File: config.mk
export PLATFORM = sky130hd
export DESIGN_NAME = access_align
export DESIGN_NICKNAME = d
export VERILOG_FILES = /design/src/rtl/mem_pkg.sv /design/src/rtl/access_align.sv
export SDC_FILE = /design/constraint.sdc
export NUM_CORES = 1
export LEC_CHECK = 0
export ABC_AREA = 1
export BUFFER_PORTS_ARGS = -buffer_cell sky130_fd_sc_hd__clkbuf_2
export CAP_MARGIN = 40
export CORE_MARGIN = 2
export CORE_UTILIZATION = 35
export DETAILED_ROUTE_END_ITERATION = 6
export GPL_ROUTABILITY_DRIVEN = 1
export PLACE_DENSITY = 0.85
export SLEW_MARGIN = 25
export SYNTH_ARGS = -nofsm -noshare
export SYNTH_HDL_FRONTEND = slang
export SYNTH_SLANG_ARGS = --single-unit
File: constraint.sdc
create_clock -name vclk -period 1
set_input_delay 0.1 -clock vclk [all_inputs]
set_output_delay 0.1 -clock vclk [all_outputs]
set_load 0.02 [all_outputs]
File: src/rtl/mem_pkg.sv
package mem_pkg;

    ////////////////////////////////////////////////////////////////////////////
    // Widths
    ////////////////////////////////////////////////////////////////////////////

    localparam int DATA_WIDTH      = 32;
    localparam int WORD_ADDR_WIDTH = 10;
    localparam int BYTE_ADDR_WIDTH = WORD_ADDR_WIDTH + 2;
    localparam int SEL_WIDTH       = 4;
    localparam int BYTE_WIDTH      = 8;
    localparam int HALF_WIDTH      = 16;
    localparam int RAM_DEPTH       = 1 << WORD_ADDR_WIDTH;

    // Grant state codes
    localparam logic [1:0] GRANT_NONE   = 2'd0;
    localparam logic [1:0] GRANT_LOADER = 2'd1;
    localparam logic [1:0] GRANT_DATA   = 2'd2;
    localparam logic [1:0] GRANT_FETCH  = 2'd3;

    typedef enum logic [1:0]
    {
        ACCESS_BYTE = 2'd0,
        ACCESS_HALF = 2'd1,
        ACCESS_WORD = 2'd2
    } access_width_t;

    // One RAM word, seen whole or by lanes
    typedef union packed
    {
        logic [DATA_WIDTH-1:0]                word;
        logic [SEL_WIDTH-1:0][BYTE_WIDTH-1:0] bytes;
        logic [1:0][HALF_WIDTH-1:0]           halves;
    } mem_word_u;

    ////////////////////////////////////////////////////////////////////////////
    // Requester and internal bus structs
    ////////////////////////////////////////////////////////////////////////////

    typedef struct packed
    {
        logic                       cyc;
        logic                       stb;
        logic [BYTE_ADDR_WIDTH-1:0] adr;
    } fetch_req_t;

    typedef struct packed
    {
        logic                       cyc;
        logic                       stb;
        logic [BYTE_ADDR_WIDTH-1:0] adr;
        logic [DATA_WIDTH-1:0]      dat;
    } load_req_t;

    typedef struct packed
    {
        logic                       cyc;
        logic                       stb;
        logic                       we;
        logic [BYTE_ADDR_WIDTH-1:0] adr;
        access_width_t              width;
        logic                       sign_extend;
        logic [DATA_WIDTH-1:0]      dat;
    } data_req_t;

    // Word address only
    typedef struct packed
    {
        logic                       cyc;
        logic                       stb;
        logic                       we;
        logic [WORD_ADDR_WIDTH-1:0] adr;
        logic [DATA_WIDTH-1:0]      dat;
        logic [SEL_WIDTH-1:0]       sel;
    } wb_req_t;

    typedef struct packed
    {
        logic                  ack;
        logic [DATA_WIDTH-1:0] dat;
    } wb_rsp_t;

endpackage

File: src/rtl/access_align.sv
`timescale 1ns/1ps

module access_align
    import mem_pkg::*;
(
    input  data_req_t data_req,
    input  wb_rsp_t   data_wb_rsp,

    output wb_req_t   data_wb,
    output wb_rsp_t   data_rsp
);

    mem_word_u             wr_word;
    mem_word_u             rd_word;
    logic [SEL_WIDTH-1:0]  sel;
    logic [BYTE_WIDTH-1:0] lane_b;
    logic [HALF_WIDTH-1:0] lane_h;
    logic                  fill_b;
    logic                  fill_h;
    logic [DATA_WIDTH-1:0] load_data;
    logic                  misaligned;

    ////////////////////////////////////////////////////////////////////////////
    // Store side
    ////////////////////////////////////////////////////////////////////////////

    // Replicate the store data so every lane holds it, sel picks the lane
    always_comb
    begin
        case (data_req.width)
            ACCESS_BYTE:
            begin
                wr_word.bytes = {SEL_WIDTH{data_req.dat[BYTE_WIDTH-1:0]}};
                sel           = SEL_WIDTH'(1) << data_req.adr[1:0];
            end
            ACCESS_HALF:
            begin
                wr_word.halves = {2{data_req.dat[HALF_WIDTH-1:0]}};
                sel            = data_req.adr[1] ? 4'b1100 : 4'b0011;
            end
            default:
            begin
                wr_word.word = data_req.dat;
                sel          = '1;
            end
        endcase
    end

    always_comb
    begin
        data_wb.cyc = data_req.cyc;
        data_wb.stb = data_req.stb;
        data_wb.we  = data_req.we;
        data_wb.adr = data_req.adr[BYTE_ADDR_WIDTH-1:2];
        data_wb.dat = wr_word.word;
        data_wb.sel = sel;
    end

    ////////////////////////////////////////////////////////////////////////////
    // Load side
    ////////////////////////////////////////////////////////////////////////////

    assign rd_word.word = data_wb_rsp.dat;
    assign lane_b       = rd_word.bytes[data_req.adr[1:0]];
    assign lane_h       = rd_word.halves[data_req.adr[1]];
    assign fill_b       = data_req.sign_extend & lane_b[BYTE_WIDTH-1];
    assign fill_h       = data_req.sign_extend & lane_h[HALF_WIDTH-1];

    always_comb
    begin
        case (data_req.width)
            ACCESS_BYTE: load_data = {{(DATA_WIDTH-BYTE_WIDTH){fill_b}}, lane_b};
            ACCESS_HALF: load_data = {{(DATA_WIDTH-HALF_WIDTH){fill_h}}, lane_h};
            default:     load_data = rd_word.word;
        endcase
    end

    assign data_rsp.ack = data_wb_rsp.ack;
    assign data_rsp.dat = load_data;

    // Requester must keep halfwords and words naturally aligned
    assign misaligned = ((data_req.width == ACCESS_HALF) && data_req.adr[0])
                     || ((data_req.width == ACCESS_WORD) && (data_req.adr[1:0] != 2'b00));

    always_comb
    begin
        if (data_req.stb)
        begin
            align_a: assert final (!misaligned);
        end
    end

endmodule

# --- Yosys cells after proc, flatten, opt, wreduce, memory -nomap -nowiden ---
# Index checks and enable logic that the tools add are counted.
totals:
  ff_bits: 0
  inputBits: 83
  elab_cells: 15
op_classes:
  muxes: 8
  n_eq_ne: 1
  n_bitwise: 2
  n_lt_le_gt_ge: 2
  reduce_logical: 1
  shifts: 1
ops:
  columns: ["op", "n"]
  rows:
  - ["$pmux W32 S2", 2]
  - ["$mux W16", 2]
  - ["$bmux W8 S2", 1]
  - ["$mux W8", 1]
  - ["$pmux W4 S2", 1]
  - ["$mux W4", 1]
  - ["$shl A1 B2 Y4 const A", 1]
  - ["$lt A2 B3 Y1 const B", 1]
  - ["$and A1 B1 Y1", 2]
  - ["$eq A2 B1 Y1 const B", 1]
  - ["$logic_not A2 Y1", 1]
  - ["$lt A1 B2 Y1 const B", 1]

# --- Logic depth before layout (Yosys ltp) ---
depth:
  ltp_word: 4
  depth_mapped: 9
  mapped_depth_nobuf: 7

# --- Worst setup path before layout ---
# Ideal clock, no wire load.
synth_timing:
  kind: "input-to-output"
  from: "input data_req[34] in the netlist's numbering"
  to: "output data_wb[12] in the netlist's numbering"
  path_slack_ns: -0.209
  stages: 6
  n_path_buf: 2
  required_ns: 0.900
  arrival_ns: 1.109
  cell_sequence: "buf_6 -> inv_6 -> nand2_4 -> inv_1 -> buf_2 -> o21ai_0"
synth_rtl:
  columns: ["item", "line", "rtl"]
  rows:
  - ["start, declared", "access_align.sv:6", "input data_req_t data_req,"]
  - ["end, declared", "access_align.sv:9", "output wb_req_t data_wb,"]

==> run_results.csv <==
group,metric,value,unit
status,status,"finished, violations left",
status,violations,"setup timing",
placed_design,globalplace.congestion,0.883,
timing,max_freq,0.853,GHz
timing,fin_hold_ws,200,ps
min_path,min_from,"data_req[39]",
route,dr.pass1.iters,4,
cells_and_area,utilization,0.757,
synth,synth_cells,253,
critical_path,critPathCapture,"data_rsp[8]",
min_path,hp-class,"input pin to output port",
flow_run,max_cap_violations,0,
placed_design,hpwl,4170,um
min_path,hold_path_depth,0,
timing,fin_ws,-172,ps
global_routing,grt_max_degree,29,
synth,netlist.area_leader.share,0.374,
pwr,power.density,620,nW/um2
cells_and_area,n_clock_buffer,0,
synth,synth_compound_area_frac,0.109,
synth,synthMuxAreaShare,0,
global_routing,antenna_found_initial,0,
floorplanning,die_h,66.2,um
critical_path,worst_setup_path_end_kind,"output port",
cells_and_area,n_antenna_cell,0,
timing,period_needed,1170,ps
critical_path,critPathRequiredTime,900,ps
route,ant_nets,0,
placed_design,io_buffer_count,137,
timing,slew_viol_final,0,
synth,synth_xor_area_frac,0,
global_routing,grt_pass1_vias,2128,
floorplanning,die-area,4390,um2
synth,avgSynthCellArea,5.36,um2
route,totalWireLength,6930,um
critical_path,critical_path_class,"input pin to output port",
cells_and_area,final_common_cell,"nand2_1",
cells_and_area,mostFrequentLayoutCells,"nand2_1 (126), clkbuf_2 (90), buf_8 (29)",
critical_path,start_kind,"input pin",
global_routing,track_usage,0.270,
synth,synth_top_area_cell,"nand2_1",
cells_and_area,regArea,0,um2
route,vias,2244,
clock_network,cts_hold_buf,0,
global_routing,grt_pass1_wl,9490,um
route,drc,0,
cells_and_area,drive_gt1_frac,0.594,
synth,syn_nets,336,
synth,synth_cell_types,20,
cells_and_area,fill_cells,251,
synth,synth_top_family_by_area,"simple AND/OR/NAND/NOR gates",
critical_path,startpoint,"data_req[34]",
timing,tightest_slew,281,ps
route,viasPerCell,5.26,
timing,period_share,1.17,
floorplanning,start_util,0.367,
synth,ys_top_cells_by_area,"nand2_1 (37%), nand3_2 (16%), buf_4 (13%), o211ai_1 (5.5%), nand3_1 (3.7%)",
timing,setup_viol,41,
synth,synth-simple-area-share,0.654,
cells_and_area,design.seq.count,0,
floorplanning,coreArea,3690,um2
route,dr.first_iter.drc_count,108,
critical_path,arrival,1070,ps
route,wl_per_cell,16.2,um
cells_and_area,fin_nets,464,
cells_and_area,area_delta_synth_final,106,%
timing,hold_violations,0,
cells_and_area,multi_input_area,1360,um2
synth,ys_warn_count,0,
floorplanning,rows,22,
synth,synth_seq_area_share,0,
pwr,peakVddDrop,0.390,mV
pwr,power.leakage,1.64,nW
floorplanning,dieWidth,66.2,um
synth,synth_area,1360,um2
timing,rsz0062_at_grt,"yes",
critical_path,crit_fanout,10,
timing,slew_headroom,0.813,
synth,yosys.area_share.adder,0,
global_routing,grt-ovfl-total,0,
floorplanning,ioPinCount,165,
-- cells in the mapped netlist (3+ instances only) --
cell / count
a21oi_1: 5
buf_2: 6
buf_4: 23
buf_6: 4
clkbuf_1: 3
inv_1: 9
inv_2: 3
nand2_1: 135
nand2_2: 4
nand3_1: 10
nand3_2: 21
o211ai_1: 10
o21ai_0: 8
-- where the power goes --
| group | internal, W | switching [W] | total, W | leakage (nW) |
|---|---|---|---|---|
| logic | 0.000785 | 0.000948 | 0.00173 | 1.64 |
| clock network | 0 | 0 | 0 | 0 |
| registers | 0 | 0 | 0 | 0 |
-- cell type report --
type / count / area share
Timing Repair Buffer: 159 / 0.465
Tap cell: 48 / 0.0215
Inverter: 14 / 0.0278
Multi-Input combinational cell: 206 / 0.486
-- worst max-delay path, stage by stage --
cell and delay [ps]:
clkbuf_16 140, buf_12 130, nor2_8 160, inv_6 70, or2_1 260, nand3_4 80, buf_8 110
-- repair_timing --
action	4_1_cts	5_1_grt
resized for setup	106	79
buffers inserted	1	3
gates cloned	4	0
setup endpoints to repair	51	54
endpoints found under the hold margin	0	0
pin swaps	29	37
-- metal layers --
| layer | vias up | part of all wire | track usage |
|---|---|---|---|
| met5 | - | 0 | 0 |
| met4 | 0 | 0.024 | 0.105 |
| met3 | 18 | 0.090 | 0.0477 |
| met2 | 152 | 0.54 | 0.534 |
| met1 | 1025 | 0.34 | 0.274 |
| li1 | 1049 | - | - |
-- how the worst min path moves through the flow --
stage / end / slack [ps]
floorplan: data_rsp[32] / 310
global placement: data_wb[39] / 200
detailed placement: data_wb[39] / 200
CTS: data_wb[39] / 200
global route: data_wb[38] / 200
finish: data_wb[38] / 200
-- cells by family after synthesis --
group,count (synthesis)
and+or+nand+nor,179
buffers and inverters,50
AOI/OAI and AO/OA,24
-- through the flow --
| stage | power, W | cell area (um2) | setup slack [ps] | cells | setup TNS, ps |
|---|---|---|---|---|---|
| 6_report | 0.00173 | 2790 | -172 | 427 | -4570 |
| 3_5_place_dp | 0.00122 | 2050 | -312 | 421 | -11220 |
| 3_3_place_gp | 0.00121 | 2050 | -272 | 421 | -9840 |
| 2_1_floorplan | 0.000852 | 1410 | -30.5 | 253 | -581 |
| 5_1_grt | 0.00183 | 2790 | -213 | 427 | -6590 |
| 4_1_cts | 0.00153 | 2580 | -165 | 426 | -4930 |
Note: power is estimated with default switching activity, not from simulation.
