--- src/rtl/mem_pkg.sv ---
package mem_pkg;

    ////////////////////////////////////////////////////////////////////////////
    // Widths
    ////////////////////////////////////////////////////////////////////////////

    localparam int DATA_WIDTH      = 32;
    localparam int WORD_ADDR_WIDTH = 10;
    localparam int BYTE_ADDR_WIDTH = WORD_ADDR_WIDTH + 2;
    localparam int SEL_WIDTH       = 4;
    localparam int BYTE_WIDTH      = 8;
    localparam int HALF_WIDTH      = 16;
    localparam int RAM_DEPTH       = 1 << WORD_ADDR_WIDTH;

    // Grant state codes
    localparam logic [1:0] GRANT_NONE   = 2'd0;
    localparam logic [1:0] GRANT_LOADER = 2'd1;
    localparam logic [1:0] GRANT_DATA   = 2'd2;
    localparam logic [1:0] GRANT_FETCH  = 2'd3;

    typedef enum logic [1:0]
    {
        ACCESS_BYTE = 2'd0,
        ACCESS_HALF = 2'd1,
        ACCESS_WORD = 2'd2
    } access_width_t;

    // One RAM word, seen whole or by lanes
    typedef union packed
    {
        logic [DATA_WIDTH-1:0]                word;
        logic [SEL_WIDTH-1:0][BYTE_WIDTH-1:0] bytes;
        logic [1:0][HALF_WIDTH-1:0]           halves;
    } mem_word_u;

    ////////////////////////////////////////////////////////////////////////////
    // Requester and internal bus structs
    ////////////////////////////////////////////////////////////////////////////

    typedef struct packed
    {
        logic                       cyc;
        logic                       stb;
        logic [BYTE_ADDR_WIDTH-1:0] adr;
    } fetch_req_t;

    typedef struct packed
    {
        logic                       cyc;
        logic                       stb;
        logic [BYTE_ADDR_WIDTH-1:0] adr;
        logic [DATA_WIDTH-1:0]      dat;
    } load_req_t;

    typedef struct packed
    {
        logic                       cyc;
        logic                       stb;
        logic                       we;
        logic [BYTE_ADDR_WIDTH-1:0] adr;
        access_width_t              width;
        logic                       sign_extend;
        logic [DATA_WIDTH-1:0]      dat;
    } data_req_t;

    // Word address only
    typedef struct packed
    {
        logic                       cyc;
        logic                       stb;
        logic                       we;
        logic [WORD_ADDR_WIDTH-1:0] adr;
        logic [DATA_WIDTH-1:0]      dat;
        logic [SEL_WIDTH-1:0]       sel;
    } wb_req_t;

    typedef struct packed
    {
        logic                  ack;
        logic [DATA_WIDTH-1:0] dat;
    } wb_rsp_t;

endpackage

--- src/rtl/port_arbiter.sv ---
`timescale 1ns/1ps

module port_arbiter
    import mem_pkg::*;
(
    input  logic       clk,
    input  logic       arst_n,

    input  fetch_req_t fetch_req,
    input  load_req_t  load_req,
    input  wb_req_t    data_wb,
    input  wb_rsp_t    ram_rsp,

    output wb_req_t    ram_bus,
    output wb_rsp_t    fetch_rsp,
    output wb_rsp_t    load_rsp,
    output wb_rsp_t    data_wb_rsp
);

    logic [1:0] grant_q;
    logic [1:0] grant_d;
    wb_req_t    fetch_wb;
    wb_req_t    load_wb;
    logic       fetch_pend;
    logic       load_pend;
    logic       data_pend;

    ////////////////////////////////////////////////////////////////////////////
    // Full-word requests for fetch and loader
    ////////////////////////////////////////////////////////////////////////////

    always_comb
    begin
        fetch_wb.cyc = fetch_req.cyc;
        fetch_wb.stb = fetch_req.stb;
        fetch_wb.we  = 1'b0;
        fetch_wb.adr = fetch_req.adr[BYTE_ADDR_WIDTH-1:2];
        fetch_wb.dat = '0;
        fetch_wb.sel = '1;
    end

    always_comb
    begin
        load_wb.cyc = load_req.cyc;
        load_wb.stb = load_req.stb;
        load_wb.we  = 1'b1;
        load_wb.adr = load_req.adr[BYTE_ADDR_WIDTH-1:2];
        load_wb.dat = load_req.dat;
        load_wb.sel = '1;
    end

    assign fetch_pend = fetch_req.cyc & fetch_req.stb;
    assign load_pend  = load_req.cyc & load_req.stb;
    assign data_pend  = data_wb.cyc & data_wb.stb;

    ////////////////////////////////////////////////////////////////////////////
    // Grant state
    ////////////////////////////////////////////////////////////////////////////

    // Loader first, then data, then fetch
    always_comb
    begin
        grant_d = grant_q;
        if (grant_q == GRANT_NONE)
        begin
            if (load_pend)
                grant_d = GRANT_LOADER;
            else if (data_pend)
                grant_d = GRANT_DATA;
            else if (fetch_pend)
                grant_d = GRANT_FETCH;
        end
        else if (ram_rsp.ack)
        begin
            // One idle cycle after every transfer
            grant_d = GRANT_NONE;
        end
    end

    always_ff @(posedge clk or negedge arst_n)
    begin
        if (!arst_n)
            grant_q <= GRANT_NONE;
        else
            grant_q <= grant_d;
    end

    always_comb
    begin
        case (grant_q)
            GRANT_LOADER: ram_bus = load_wb;
            GRANT_DATA:   ram_bus = data_wb;
            GRANT_FETCH:  ram_bus = fetch_wb;
            default:      ram_bus = '0;
        endcase
    end

    // Ack and data go to the granted port only
    always_comb
    begin
        fetch_rsp   = '0;
        load_rsp    = '0;
        data_wb_rsp = '0;
        case (grant_q)
            GRANT_LOADER: load_rsp    = ram_rsp;
            GRANT_DATA:   data_wb_rsp = ram_rsp;
            GRANT_FETCH:  fetch_rsp   = ram_rsp;
            default:      ;
        endcase
    end

    // Each RAM ack reaches exactly one port
    one_ack_a: assert property (@(posedge clk) disable iff (!arst_n)
        ram_rsp.ack |-> $onehot({fetch_rsp.ack, load_rsp.ack, data_wb_rsp.ack}));

    // No port loses the bus in the middle of a transfer
    grant_hold_a: assert property (@(posedge clk) disable iff (!arst_n)
        (ram_bus.stb && !ram_rsp.ack) |=> (grant_q == $past(grant_q)) && $stable(ram_bus));

endmodule

--- config.mk ---
export PLATFORM = sky130hd
export DESIGN_NAME = port_arbiter
export DESIGN_NICKNAME = d
export VERILOG_FILES = /design/src/rtl/mem_pkg.sv /design/src/rtl/port_arbiter.sv
export SDC_FILE = /design/constraint.sdc
export NUM_CORES = 1
export LEC_CHECK = 0
export BUFFER_PORTS_ARGS = -buffer_cell sky130_fd_sc_hd__buf_2
export CELL_PAD_IN_SITES_DETAIL_PLACEMENT = 0
export CELL_PAD_IN_SITES_GLOBAL_PLACEMENT = 1
export CORE_AREA = 2 2 115 117
export DETAILED_ROUTE_END_ITERATION = 6
export DIE_AREA = 0 0 117 119
export HOLD_SLACK_MARGIN = 0.12
export MAX_ROUTING_LAYER = met4
export PLACE_DENSITY_LB_ADDON = 0.08
export SYNTH_ARGS = -nofsm -noshare
export SYNTH_HDL_FRONTEND = slang
export SYNTH_SLANG_ARGS = --single-unit
--- constraint.sdc ---
create_clock -name clk -period 1.2 [get_ports clk]
set_input_delay 0 -clock clk [delete_from_list [all_inputs] [get_ports clk]]
set_output_delay 0 -clock clk [all_outputs]
set_load 0.005 [all_outputs]
After elaboration in Yosys (flattened, before gate mapping)
Index checks and enable logic that the tools add are counted.
- input bits: 144
- logic and storage cells: 20
- output and inout port bits: 148
- bits in registers: 2
- equal/unequal tests: 4
- muxes and demuxes: 9
- bitwise logic cells: 3
- reductions and logical operators: 3
- operators with widths (kind ; count):
    $pmux W49 S3 ; 1
    $mux W33 ; 3
    $mux W2 ; 5
    $eq A2 B2 Y1 const B ; 2
    $ne A4 B4 Y1 const B ; 1
    $and A1 B1 Y1 ; 3
    $eq A2 B1 Y1 const B ; 1
    $logic_not A2 Y1 ; 1
    $reduce_and A2 Y1 ; 1
    $reduce_bool A2 Y1 ; 1

Logic depth before layout (Yosys ltp)
- word-level depth: 5
- gate-level depth with buffers: 5
- depth with buffers taken out: 3

Worst setup path after synthesis
No wires, ideal clock.
- path type: register to output
- start: register grant_q[0]
- end: output port ram_bus[13] in the netlist's numbering
- stages on the path, launching flop included: 6
- path buffers: 3
- required time: 1.200 ns
- arrival time: 1.142 ns
- slack: 0.058 ns
- cell sequence: dfrtp_1 -> buf_4 -> nor2b_2 -> buf_4 -> buf_2 -> a22o_1
- RTL lines (what ; RTL line ; source):
    from (decl) ; port_arbiter.sv:20 ; logic [1:0] grant_q;
    from (signal assigned) ; port_arbiter.sv:85 ; grant_q <= grant_d;
    to (decl) ; port_arbiter.sv:14 ; output wb_req_t ram_bus,

==> run metrics <==
hold crit path type in2async; post-DR wirelength/cell 15.5 um; data required time of the critical path about 1.2 ns; share of final-layout standard cells stronger than drive strength 1 a little over two thirds; number of rows created at floorplan 42; biggest area consumer among synthesized cells sky130_fd_sc_hd__and2_1; initial antenna violation count 1; most frequent cells after synthesis sky130_fd_sc_hd__and2_1 (66), sky130_fd_sc_hd__a22o_1 (45), sky130_fd_sc_hd__and3_1 (33), sky130_fd_sc_hd__clkbuf_1 (12), sky130_fd_sc_hd__mux2_2 (12); pin count of the biggest net entering global routing 41; routability-driven placement congestion ratio roughly 0.7; flip-flop and latch count after synthesis 2; PwrDens 1860 nW/um^2; crit-path max FO 6; root buffer cell sky130_fd_sc_hd__clkbuf_16; longest individual stage delay on the worst path roughly 0.42 ns; number of enable flip-flop cells after synthesis 0; total count of max-transition violations in the final report 0; chip height 119 um; synth top area cells sky130_fd_sc_hd__and2_1 (29%), sky130_fd_sc_hd__a22o_1 (28%), sky130_fd_sc_hd__and3_1 (14%); Max Fclk approximately 670 MHz; largest registers grant_q (2); final worst-path setup slack -0.283 ns; final instance area between 3000 and 4000 sq um; die outline area between 10,000 and 15,000 sq um; final setup fails 147; sequential-to-total area share from yosys stat under 10%; clock sinks 2; setup repair after global routing missed its margin yes; Max Buffers Root-to-Sink 2; worst setup slack after placement -0.0672 ns; Top reg by flops grant_q; critical path data arrival time ~1.5 ns; most frequently used cell type in the post-synthesis netlist sky130_fd_sc_hd__and2_1; Async SR Flop Fraction 100%; DRC 0; Worst-Skew Late Latency around 0.22 ns; number of buffers inserted during clock tree synthesis 3; cell area after placement about 3100 sq um; wire length of the first global-routing pass approximately 14 mm; aggregate global routing overflow 0; flip-flop count of the largest register after layout 2; number of cells produced by synthesis approximately 200; Cell Area, Synth between 1000 and 1500 sq um; TritonCTS clock tree done; cell with the most instances on the worst path sky130_fd_sc_hd__buf_6; worst hold slack after final layout between 0.1 and 0.15 ns; clk_skew approximately 0.00028 ns; remaining antenna violation count after routing 0; half-perimeter wire length after detailed placement about 7.5 mm; critical path startpoint category register; via count of the first global-routing pass roughly 2,700; Setup CP Type reg2out; width of the die roughly 120 um; area overhead of the layout relative to synthesis 156%; MaxCap Viol Count 0; sum of routed wire length over all layers around 10 mm; core area ~13,000 sq um; cell type of the slowest stage on the worst timing path sky130_fd_sc_hd__dfrtp_2; number of vias in the routed layout between 2,000 and 3,000; H-tree depth reported by CTS 1; Mapped Avg Cell Area roughly 7.2 sq um; number of failing hold endpoints at the final stage 0; effective utilization at floorplan 11.1%; time the worst path needs with I/O delays and setup roughly 1.5 ns; number of placed I/O pins slightly below 300; list of cells traversed by the critical path buf_6 > nor2b_4 > buf_6 > buf_12 > buf_16 > a22o_1 > buf_2; Post-Place Cells 645; measured slew at the worst slew-check pin between 0.2 and 0.3 ns; critical path capture point type primary output; starting DRC count in detailed routing 28; final worst-path cycle share 124%; Distinct cells, synth 18; total number of nets in the final design between 600 and 700; vias per cell between 4 and 5; area share of the largest cell type after synthesis 29.0%; Initial DRT Pass Iterations 4; number of standard cells in the final layout excluding fillers approximately 670; nets in the synthesized netlist between 300 and 400; Clock transition at path regs 0.03 ns; YS warnings 0; Relative slew margins 83.1%; violations in the final reports negative setup slack; IO Port Bufs around 290; GRT Resource Usage Total between 10 and 15%; leakage power total 2.28 nW; maximum resistive drop on vdd roughly 0.61 mV; status finished with violations; most common flop cell mapped by yosys sky130_fd_sc_hd__dfrtp_1
-- metrics by stage --
| step | setup TNS [ns] | power, W | utilization (%) |
|---|---|---|---|
| 2_1_floorplan | 0 | 0.00257 | - |
| 3_3_place_gp | -0.860 | 0.00493 | 24.0 |
| 3_5_place_dp | -1.56 | 0.00489 | 24.0 |
| 4_1_cts | -30.02 | 0.00707 | 28.3 |
| 5_1_grt | -37.88 | 0.00737 | 28.3 |
| 6_report | -28.06 | 0.00678 | 28.3 |
-- where the power goes --
group,internal (W),switching [W]
Combinational,0.00347,0.00268
Clock,0.000423,0.0000711
Sequential,0.000103,0.0000301
-- cell type report --
type	instances	area, sq um
timing repair buffer	316	1990
multi-input combinational	169	1300
clock buffer	3	75.1
antenna	1	2.50
sequential	2	52.6
fill	1435	9230
inverter	1	6.26
tap	176	220
-- worst paths after layout --
path | depth (start not counted) | from | to | slack, ns
min | 2 | arst_n | grant_q[0] | 0.12
max reg2reg | 5 | grant_q[1] | grant_q[0] | 0.01
min in group clk | 4 | data_wb[47] | grant_q[0] | 0.13
max | 7 | grant_q[1] | ram_bus[21] | -0.28
min reg2reg | 4 | grant_q[1] | grant_q[1] | 0.72
max in group asynchronous | 2 | arst_n | grant_q[1] | 0.97
-- routing by layer --
layer	share of wire, %	vias up	GRT usage (%)
met5	0	-	-
met4	0.66	0	3.09
met3	8.8	2	1.63
met2	54	162	26.9
met1	37	1207	14.7
li1	-	1314	-
-- what timing repair did --
action	4_1_cts	5_1_grt
hold buffers	4	0
gates cloned	7	0
buffers inserted	11	0
setup endpoints to repair	147	150
pin swaps	11	5
gates resized for setup	44	11
hold endpoints to repair	4	0
-- cell usage in the layout, fill, tap and decap left out, types with 2 or more instances in the layout --
cell type and n:
sky130_fd_sc_hd__a21o_1 5, sky130_fd_sc_hd__a22o_1 45, sky130_fd_sc_hd__and2_1 55, sky130_fd_sc_hd__and2_4 11, sky130_fd_sc_hd__and3_1 30, sky130_fd_sc_hd__and3_4 3
sky130_fd_sc_hd__buf_12 7, sky130_fd_sc_hd__buf_16 5, sky130_fd_sc_hd__buf_2 273, sky130_fd_sc_hd__buf_4 3, sky130_fd_sc_hd__buf_6 21, sky130_fd_sc_hd__buf_8 3
sky130_fd_sc_hd__clkbuf_16 3, sky130_fd_sc_hd__dfrtp_2 2, sky130_fd_sc_hd__dlygate4sd3_1 4, sky130_fd_sc_hd__mux2_2 12, sky130_fd_sc_hd__nand3_1 2
-- worst max-delay path, delay by kind of cell, from the launching register on --
kind                   cells  cell delay [ns]
AOI/OAI and AO/OA          1             0.11
buffers and inverters      5             0.60
DFF                        1             0.42
and+or+nand+nor            1             0.14
-- logic make-up after synthesis --
logic type	Yosys count	share of synthesized area, %
simple gates	104	45.8
mux	12	9.48
compound gates	53	31.6
flops	2	3.51
buf+inv	27	9.57
No activity file was read; power rests on OpenSTA's default activity.
