<file path="src/rtl/mem_pkg.sv">
package mem_pkg;

    ////////////////////////////////////////////////////////////////////////////
    // Widths
    ////////////////////////////////////////////////////////////////////////////

    localparam int DATA_WIDTH      = 32;
    localparam int WORD_ADDR_WIDTH = 10;
    localparam int BYTE_ADDR_WIDTH = WORD_ADDR_WIDTH + 2;
    localparam int SEL_WIDTH       = 4;
    localparam int BYTE_WIDTH      = 8;
    localparam int HALF_WIDTH      = 16;
    localparam int RAM_DEPTH       = 1 << WORD_ADDR_WIDTH;

    // Grant state codes
    localparam logic [1:0] GRANT_NONE   = 2'd0;
    localparam logic [1:0] GRANT_LOADER = 2'd1;
    localparam logic [1:0] GRANT_DATA   = 2'd2;
    localparam logic [1:0] GRANT_FETCH  = 2'd3;

    typedef enum logic [1:0]
    {
        ACCESS_BYTE = 2'd0,
        ACCESS_HALF = 2'd1,
        ACCESS_WORD = 2'd2
    } access_width_t;

    // One RAM word, seen whole or by lanes
    typedef union packed
    {
        logic [DATA_WIDTH-1:0]                word;
        logic [SEL_WIDTH-1:0][BYTE_WIDTH-1:0] bytes;
        logic [1:0][HALF_WIDTH-1:0]           halves;
    } mem_word_u;

    ////////////////////////////////////////////////////////////////////////////
    // Requester and internal bus structs
    ////////////////////////////////////////////////////////////////////////////

    typedef struct packed
    {
        logic                       cyc;
        logic                       stb;
        logic [BYTE_ADDR_WIDTH-1:0] adr;
    } fetch_req_t;

    typedef struct packed
    {
        logic                       cyc;
        logic                       stb;
        logic [BYTE_ADDR_WIDTH-1:0] adr;
        logic [DATA_WIDTH-1:0]      dat;
    } load_req_t;

    typedef struct packed
    {
        logic                       cyc;
        logic                       stb;
        logic                       we;
        logic [BYTE_ADDR_WIDTH-1:0] adr;
        access_width_t              width;
        logic                       sign_extend;
        logic [DATA_WIDTH-1:0]      dat;
    } data_req_t;

    // Word address only
    typedef struct packed
    {
        logic                       cyc;
        logic                       stb;
        logic                       we;
        logic [WORD_ADDR_WIDTH-1:0] adr;
        logic [DATA_WIDTH-1:0]      dat;
        logic [SEL_WIDTH-1:0]       sel;
    } wb_req_t;

    typedef struct packed
    {
        logic                  ack;
        logic [DATA_WIDTH-1:0] dat;
    } wb_rsp_t;

endpackage

</file>
<file path="src/rtl/bram_controller.sv">
`timescale 1ns/1ps

module bram_controller
    import mem_pkg::*;
(
    input  logic                       clk,
    input  logic                       arst_n,
    input  wb_req_t                    ram_bus,
    input  logic [DATA_WIDTH-1:0]      rdata,

    output wb_rsp_t                    ram_rsp,
    output logic                       en,
    output logic [SEL_WIDTH-1:0]       we_lanes,
    output logic [WORD_ADDR_WIDTH-1:0] addr,
    output logic [DATA_WIDTH-1:0]      wdata
);

    typedef enum logic [1:0]
    {
        ST_IDLE,
        ST_READ_WAIT,
        ST_ACK
    } state_t;

    state_t                state_q;
    state_t                state_d;
    logic                  start;
    logic [DATA_WIDTH-1:0] rdata_q;

    // New access only from idle, so ack cycles never touch the RAM
    assign start = (state_q == ST_IDLE) && ram_bus.cyc && ram_bus.stb;

    assign en       = start;
    assign we_lanes = (start && ram_bus.we) ? ram_bus.sel : '0;
    assign addr     = ram_bus.adr;
    assign wdata    = ram_bus.dat;

    ////////////////////////////////////////////////////////////////////////////
    // FSM
    ////////////////////////////////////////////////////////////////////////////

    always_comb
    begin
        state_d = state_q;
        case (state_q)
            ST_IDLE:
            begin
                if (start)
                    state_d = ram_bus.we ? ST_ACK : ST_READ_WAIT;
            end
            ST_READ_WAIT:
                state_d = ST_ACK;
            default:
                state_d = ST_IDLE;
        endcase
    end

    always_ff @(posedge clk or negedge arst_n)
    begin
        if (!arst_n)
            state_q <= ST_IDLE;
        else
            state_q <= state_d;
    end

    // RAM output valid in read-wait
    always_ff @(posedge clk)
    begin
        if (state_q == ST_READ_WAIT)
            rdata_q <= rdata;
    end

    assign ram_rsp.ack = (state_q == ST_ACK);
    assign ram_rsp.dat = rdata_q;

    // Every ack answers a request still on the bus and lasts one cycle
    ack_single_a: assert property (@(posedge clk) disable iff (!arst_n)
        ram_rsp.ack |-> (ram_bus.cyc && ram_bus.stb) ##1 !ram_rsp.ack);

endmodule

</file>
<file path="config.mk">
export PLATFORM = sky130hd
export DESIGN_NAME = bram_controller
export DESIGN_NICKNAME = d
export VERILOG_FILES = /design/src/rtl/mem_pkg.sv /design/src/rtl/bram_controller.sv
export SDC_FILE = /design/constraint.sdc
export NUM_CORES = 1
export LEC_CHECK = 0
export ABC_AREA = 1
export BUFFER_PORTS_ARGS = -buffer_cell sky130_fd_sc_hd__buf_2
export CORE_MARGIN = 4
export CORE_UTILIZATION = 36
export CTS_CLUSTER_DIAMETER = 40
export DETAILED_ROUTE_END_ITERATION = 7
export HOLD_SLACK_MARGIN = 0.06
export MAX_ROUTING_LAYER = met4
export PLACE_DENSITY = 0.86
export SKIP_CTS_REPAIR_TIMING = 1
export SYNTH_ARGS = -nofsm -noshare
export SYNTH_HDL_FRONTEND = slang
export SYNTH_SLANG_ARGS = --single-unit
</file>
<file path="constraint.sdc">
create_clock -name clk -period 3.3 [get_ports clk]
set_clock_uncertainty 0.15 [all_clocks]
set_input_delay 0.33 -clock clk [delete_from_list [all_inputs] [get_ports clk]]
set_output_delay 0.33 -clock clk [all_outputs]
set_load 0.01 [all_outputs]
</file>
* After elaboration in Yosys (flattened, before gate mapping)
Cells that the tools add are included.
** Word-level totals
- Flip-flop bits (word level) :: 34
- Latch bits :: 0
- Bits in writable memories :: 0
- Bits in read-only memories :: 0
- Output and inout port bits :: 80
- Memories :: 0
** Cells by class
- Add/sub/neg operators :: 0
- $mul :: 0
- Divide/modulo/power cells :: 0
- Order comparisons :: 0
- Equal/unequal tests :: 3
- Shift-type cells :: 0
- Muxes and demuxes :: 4
- Bitwise operators :: 0
- Reduce and logical (&&, ||, !) cells :: 4
** Operators with widths (number)
- $mux 2 :: 2
- $mux 4 :: 1
- $pmux 2 s2 :: 1
- $logic_and 1x1->1 :: 3
- $eq 2x1->1 const B :: 1
- $eq 2x2->1 const B :: 1
- $logic_not 2->1 :: 1
- $ne 2x2->1 const B :: 1

* Longest topological paths before layout
- Depth in word-level cells :: 5
- Depth in mapped cells :: 4
- Depth with buffers taken out :: 4

* Worst setup path before layout
OpenSTA, ideal clock, no wires.
- Path type :: reg2reg
- Start :: reg state_q[1]
- End :: reg rdata_q[0] (enable)
- Arrival :: 1142 ps
- Data required time :: 2763 ps
- Slack :: 1622 ps
- Stages on the path, launching flop included :: 4
- Path buffers :: 0
- Period minus slack after synthesis :: 1678 ps
- Path through :: dfrtp_1 inv_1 nand2_1 inv_1
** On the way
- Longest elaborated chain between the ends :: 1
** RTL lines
- from (decl) :: RTL line bram_controller.sv:25 : state_t state_q;
- from (signal assigned) :: RTL line bram_controller.sv:63 : state_q <= state_d;
- $eq 2x1->1 :: RTL line bram_controller.sv:69 : if (state_q == ST_READ_WAIT)
- to (signal assigned) :: RTL line bram_controller.sv:70 : rdata_q <= rdata;
- to (decl) :: RTL line bram_controller.sv:28 : logic [DATA_WIDTH-1:0] rdata_q;
No other way between the ends.
A chain may end at the register's enable or synchronous reset.

* Final worst setup path
- Start :: reg state_q[1]
- End :: out we_lanes[2]
** On the way
- Longest elaborated chain between the ends :: 5
** RTL lines
- $logic_not 2->1 :: RTL line bram_controller.sv:31 : assign start = (state_q == ST_IDLE) && ram_bus.cyc && ram_bus.stb;
- $logic_and 1x1->1 (2 in series) :: RTL line bram_controller.sv:31
- $logic_and 1x1->1 :: RTL line bram_controller.sv:34 : assign we_lanes = (start && ram_bus.we) ? ram_bus.sel : '0;
- $mux 4 :: RTL line bram_controller.sv:34
- to (decl) :: RTL line bram_controller.sv:13 : output logic [SEL_WIDTH-1:0] we_lanes,
No other way between the ends.

==> results.txt <==
For this run, the top clock speed supported by timing is 606 MHz. The setup violation total in the final timing report came out at 0. Of the synthesized area, sequential elements account for 0.714. The first-pass iteration count of the detailed router is 4. Setup slack on the critical path of the routed design comes to 1.65 ns. The number of standard cells after synthesis is 97. In this run the horizontal extent of the chip is 70.7 um. The startpoint of the lowest-slack hold path is rdata[15]. The worst path needs 1.65 ns of the cycle, external delays included. The area of the die came out at 5000 um^2. For this configuration, the core starts out at a cell density of 0.381. The power after layout came out at 799 uW. The layout-stage area growth over the synthesis result came out at 15.9%.

The actual slew at the worst max-slew pin is 0.379 ns. Clock tree synthesis selected as its root buffer the cell sky130_fd_sc_hd__clkbuf_8. The total number of H-tree levels came out at 2. The number of buffers added by the clock tree synthesis step came out at 5. The diode insertion count for antenna repair came out at 0.

The reg-to-reg setup timing slack is 1.87 ns. The class of the most critical hold timing path is input pin to register. The global router's overall resource usage came out at 0.126. The CTS sink count came out at 34. On the critical path the largest part of the delay comes from flip-flops. The via count of the first global-routing pass was 731.

The largest single stage delay on the critical path is 0.38 ns. In this run the critical register-to-register path is captured at rdata_q[13]$_DFFE_PN_. The pin count of the biggest net entering global routing is 33. The number of nets in the layout is 225.

The maximum number of buffers from clock root to sink came out at 2. The clock tree from TritonCTS is yes. The number of distinct library cells after synthesis came out at 9. The wire length of the first global-routing pass is 4440 um. The net count after synthesis came out at 180. For this run, design rule violations remaining after detail routing come to 0.

Port buffering added 78 buffers. The HPWL after detailed placement is 2950 um. The chip height is 70.7 um. Across all layers, the routed design uses 802 vias. The met1 layer usage reported by global route came out at 0.0872. The flop and latch count out of synthesis came out at 34. The count of routing violations after the opening detailed-route iteration is 23. The clock transition at the registers of the reported paths came out at 0.06 ns. The aggregate global routing overflow is 0.

The data arrival time at the worst-slack endpoint came out at 1.17 ns. After synthesis, the cell types taking the most area are sky130_fd_sc_hd__edfxtp_1 68%, sky130_fd_sc_hd__buf_4 22%, sky130_fd_sc_hd__dfrtp_1 3.5%. The final count of pins violating max slew came to 0. Setup repair after global routing left no endpoint under its margin. For hold timing, the worst endpoint is rdata_q[15]$_DFFE_PN_. The clock insertion delay at the later pin of the skew report came out at 0.27 ns.

The type of element launching the critical path is a register. The detail route stage leaves a number of antenna-violating nets equal to 0. The worst voltage drop across the vdd grid came out at 0.000134 V. Power spread over the standard cell area amounts to 487 nW/um^2.

The number of rows in the core area is 22. The final weighted congestion in routability-driven placement came out at 0.792. The total of max-cap violations is 0. The share of layout cells above drive strength 1 came out at 0.610. The number of cells on the worst reg-to-reg path is 4. The synthesized area divided by synthesized cell count came out at 14.6 um^2. The normalized max-slew margin is 0.747. The worst setup path is of the register to output pin kind. In this run the static leakage power is 0.757 nW. Walking the worst path, the cells encountered are nor2_2 > nand3_2 > nor2_1 > buf_2.

The initial antenna violation count came to 0. Counting instances, the worst hold path has a depth of 1. The top cell type's share of synthesized area came out at 0.679. Together, buffers and inverters on the worst path number 1.

In the global route stage, met2 resource usage came out at 0.225. The sum of routed wire length over all layers came out at 3310 um. The core region is 3720 um^2.

The largest fanout on the critical path came out at 4. Summing every instance area after synthesis gives 1420 um^2. The final hold violation count came out at 0. The worst setup path is captured at an output pin. The portion of the clock cycle consumed by the worst path in the final layout is 0.500. The top-level I/O count came out at 163. In the final timing run, aggregate negative setup slack is 0 ns. In this run the critical register-to-register path is launched from state_q[1]$_DFFE_PN0P_. The run finished with clean final reports. During synthesis, Yosys emitted a total of 0 warnings. The data required time at the worst endpoint came out at 2.82 ns. The wire length per cell is 17.5 um.

The most area-hungry cell type in the Yosys netlist is sky130_fd_sc_hd__edfxtp_1. After detailed routing, the number of vias per cell comes to 4.24. The worst slack at placement came out at 1.88 ns. The routing layer with the top usage in global route is met2. The slowest stage of the critical path belongs to the cell sky130_fd_sc_hd__dfrtp_1. The met3 track demand over resource in global routing is 0.0994.
## state kept, by name (all words and copies together), names as in the netlist
name     flops
rdata_q     32
state_q      2
## worst reg2reg max path, cell delays in order, from the launching register on
cell	delay (ns)
sky130_fd_sc_hd__dfrtp_1	0.38
sky130_fd_sc_hd__inv_1	0.09
sky130_fd_sc_hd__nand2_1	0.07
sky130_fd_sc_hd__inv_1	0.05
sky130_fd_sc_hd__buf_4	0.34
## logic make-up (layout without fill, tap and decap cells)
logic type             after synthesis  count (layout)  share of synthesized area
DFF                                 34              34                      0.714
and+or+nand+nor                     12              12                     0.0380
AOI/OAI and AO/OA                    1               1                    0.00353
buffers and inverters               50              94                      0.244
## per-stage QoR
stage	hold WS [ns]	utilization	instance area [um^2]	std cells
CTS	-0.323	0.439	1630	188
floorplan	-0.116	-	1420	97
finish	0.0870	0.441	1640	189
global route	0.0720	0.441	1640	189
global placement	-0.0340	0.419	1560	182
detailed placement	-0.0332	0.419	1560	182
## worst max path at each step
stage | from | to | cells after the start
floorplan | state_q[1]$_DFFE_PN0P_ | rdata_q[0]$_DFFE_PN_ | 3
global placement | state_q[1]$_DFFE_PN0P_ | rdata_q[10]$_DFFE_PN_ | 4
detailed placement | state_q[1]$_DFFE_PN0P_ | rdata_q[13]$_DFFE_PN_ | 4
CTS | state_q[1]$_DFFE_PN0P_ | we_lanes[2] | 4
global route | state_q[0]$_DFFE_PN0P_ | we_lanes[3] | 4
finish | state_q[1]$_DFFE_PN0P_ | we_lanes[2] | 4
## metal layers
metal	up-vias	part of all wire
li1	364	-
met1	357	0.22
met2	70	0.57
met3	11	0.18
met4	0	0.019
met5	-	0
## cells in the mapped netlist
| library cell | instances |
|---|---|
| sky130_fd_sc_hd__nand3_2 | 1 |
| sky130_fd_sc_hd__dfrtp_1 | 2 |
| sky130_fd_sc_hd__buf_4 | 42 |
| sky130_fd_sc_hd__nor2_2 | 1 |
| sky130_fd_sc_hd__nor2_1 | 6 |
| sky130_fd_sc_hd__nand2_1 | 4 |
| sky130_fd_sc_hd__inv_1 | 8 |
| sky130_fd_sc_hd__o21ai_0 | 1 |
| sky130_fd_sc_hd__edfxtp_1 | 32 |
## cells in the final DEF, fill, tap and decap left out
| cell | n |
|---|---|
| sky130_fd_sc_hd__buf_2 | 78 |
| sky130_fd_sc_hd__buf_4 | 1 |
| sky130_fd_sc_hd__clkbuf_8 | 5 |
| sky130_fd_sc_hd__clkinv_1 | 1 |
| sky130_fd_sc_hd__dfrtp_1 | 2 |
| sky130_fd_sc_hd__dlygate4sd3_1 | 1 |
| sky130_fd_sc_hd__edfxtp_1 | 32 |
| sky130_fd_sc_hd__inv_1 | 8 |
| sky130_fd_sc_hd__nand2_1 | 4 |
| sky130_fd_sc_hd__nand3_2 | 1 |
| sky130_fd_sc_hd__nor2_1 | 6 |
| sky130_fd_sc_hd__nor2_2 | 1 |
| sky130_fd_sc_hd__o21ai_0 | 1 |
## area by class of cell
type                    count  area [um^2]
well taps                  48         60.1
fillers                   341         2080
repair buffers             80          408
flip-flops and latches     34         1010
clock inverters             1         3.75
clock buffers               5         68.8
inverters                   8         30.0
multi-input cells          13         58.8
## power breakdown
| part | internal [mW] | switching (mW) |
|---|---|---|
| clock network | 0.137 | 0.114 |
| logic | 0.0288 | 0.0295 |
| registers | 0.487 | 0.00319 |
| total | 0.653 | 0.146 |
(Power assumes the default switching activity.)
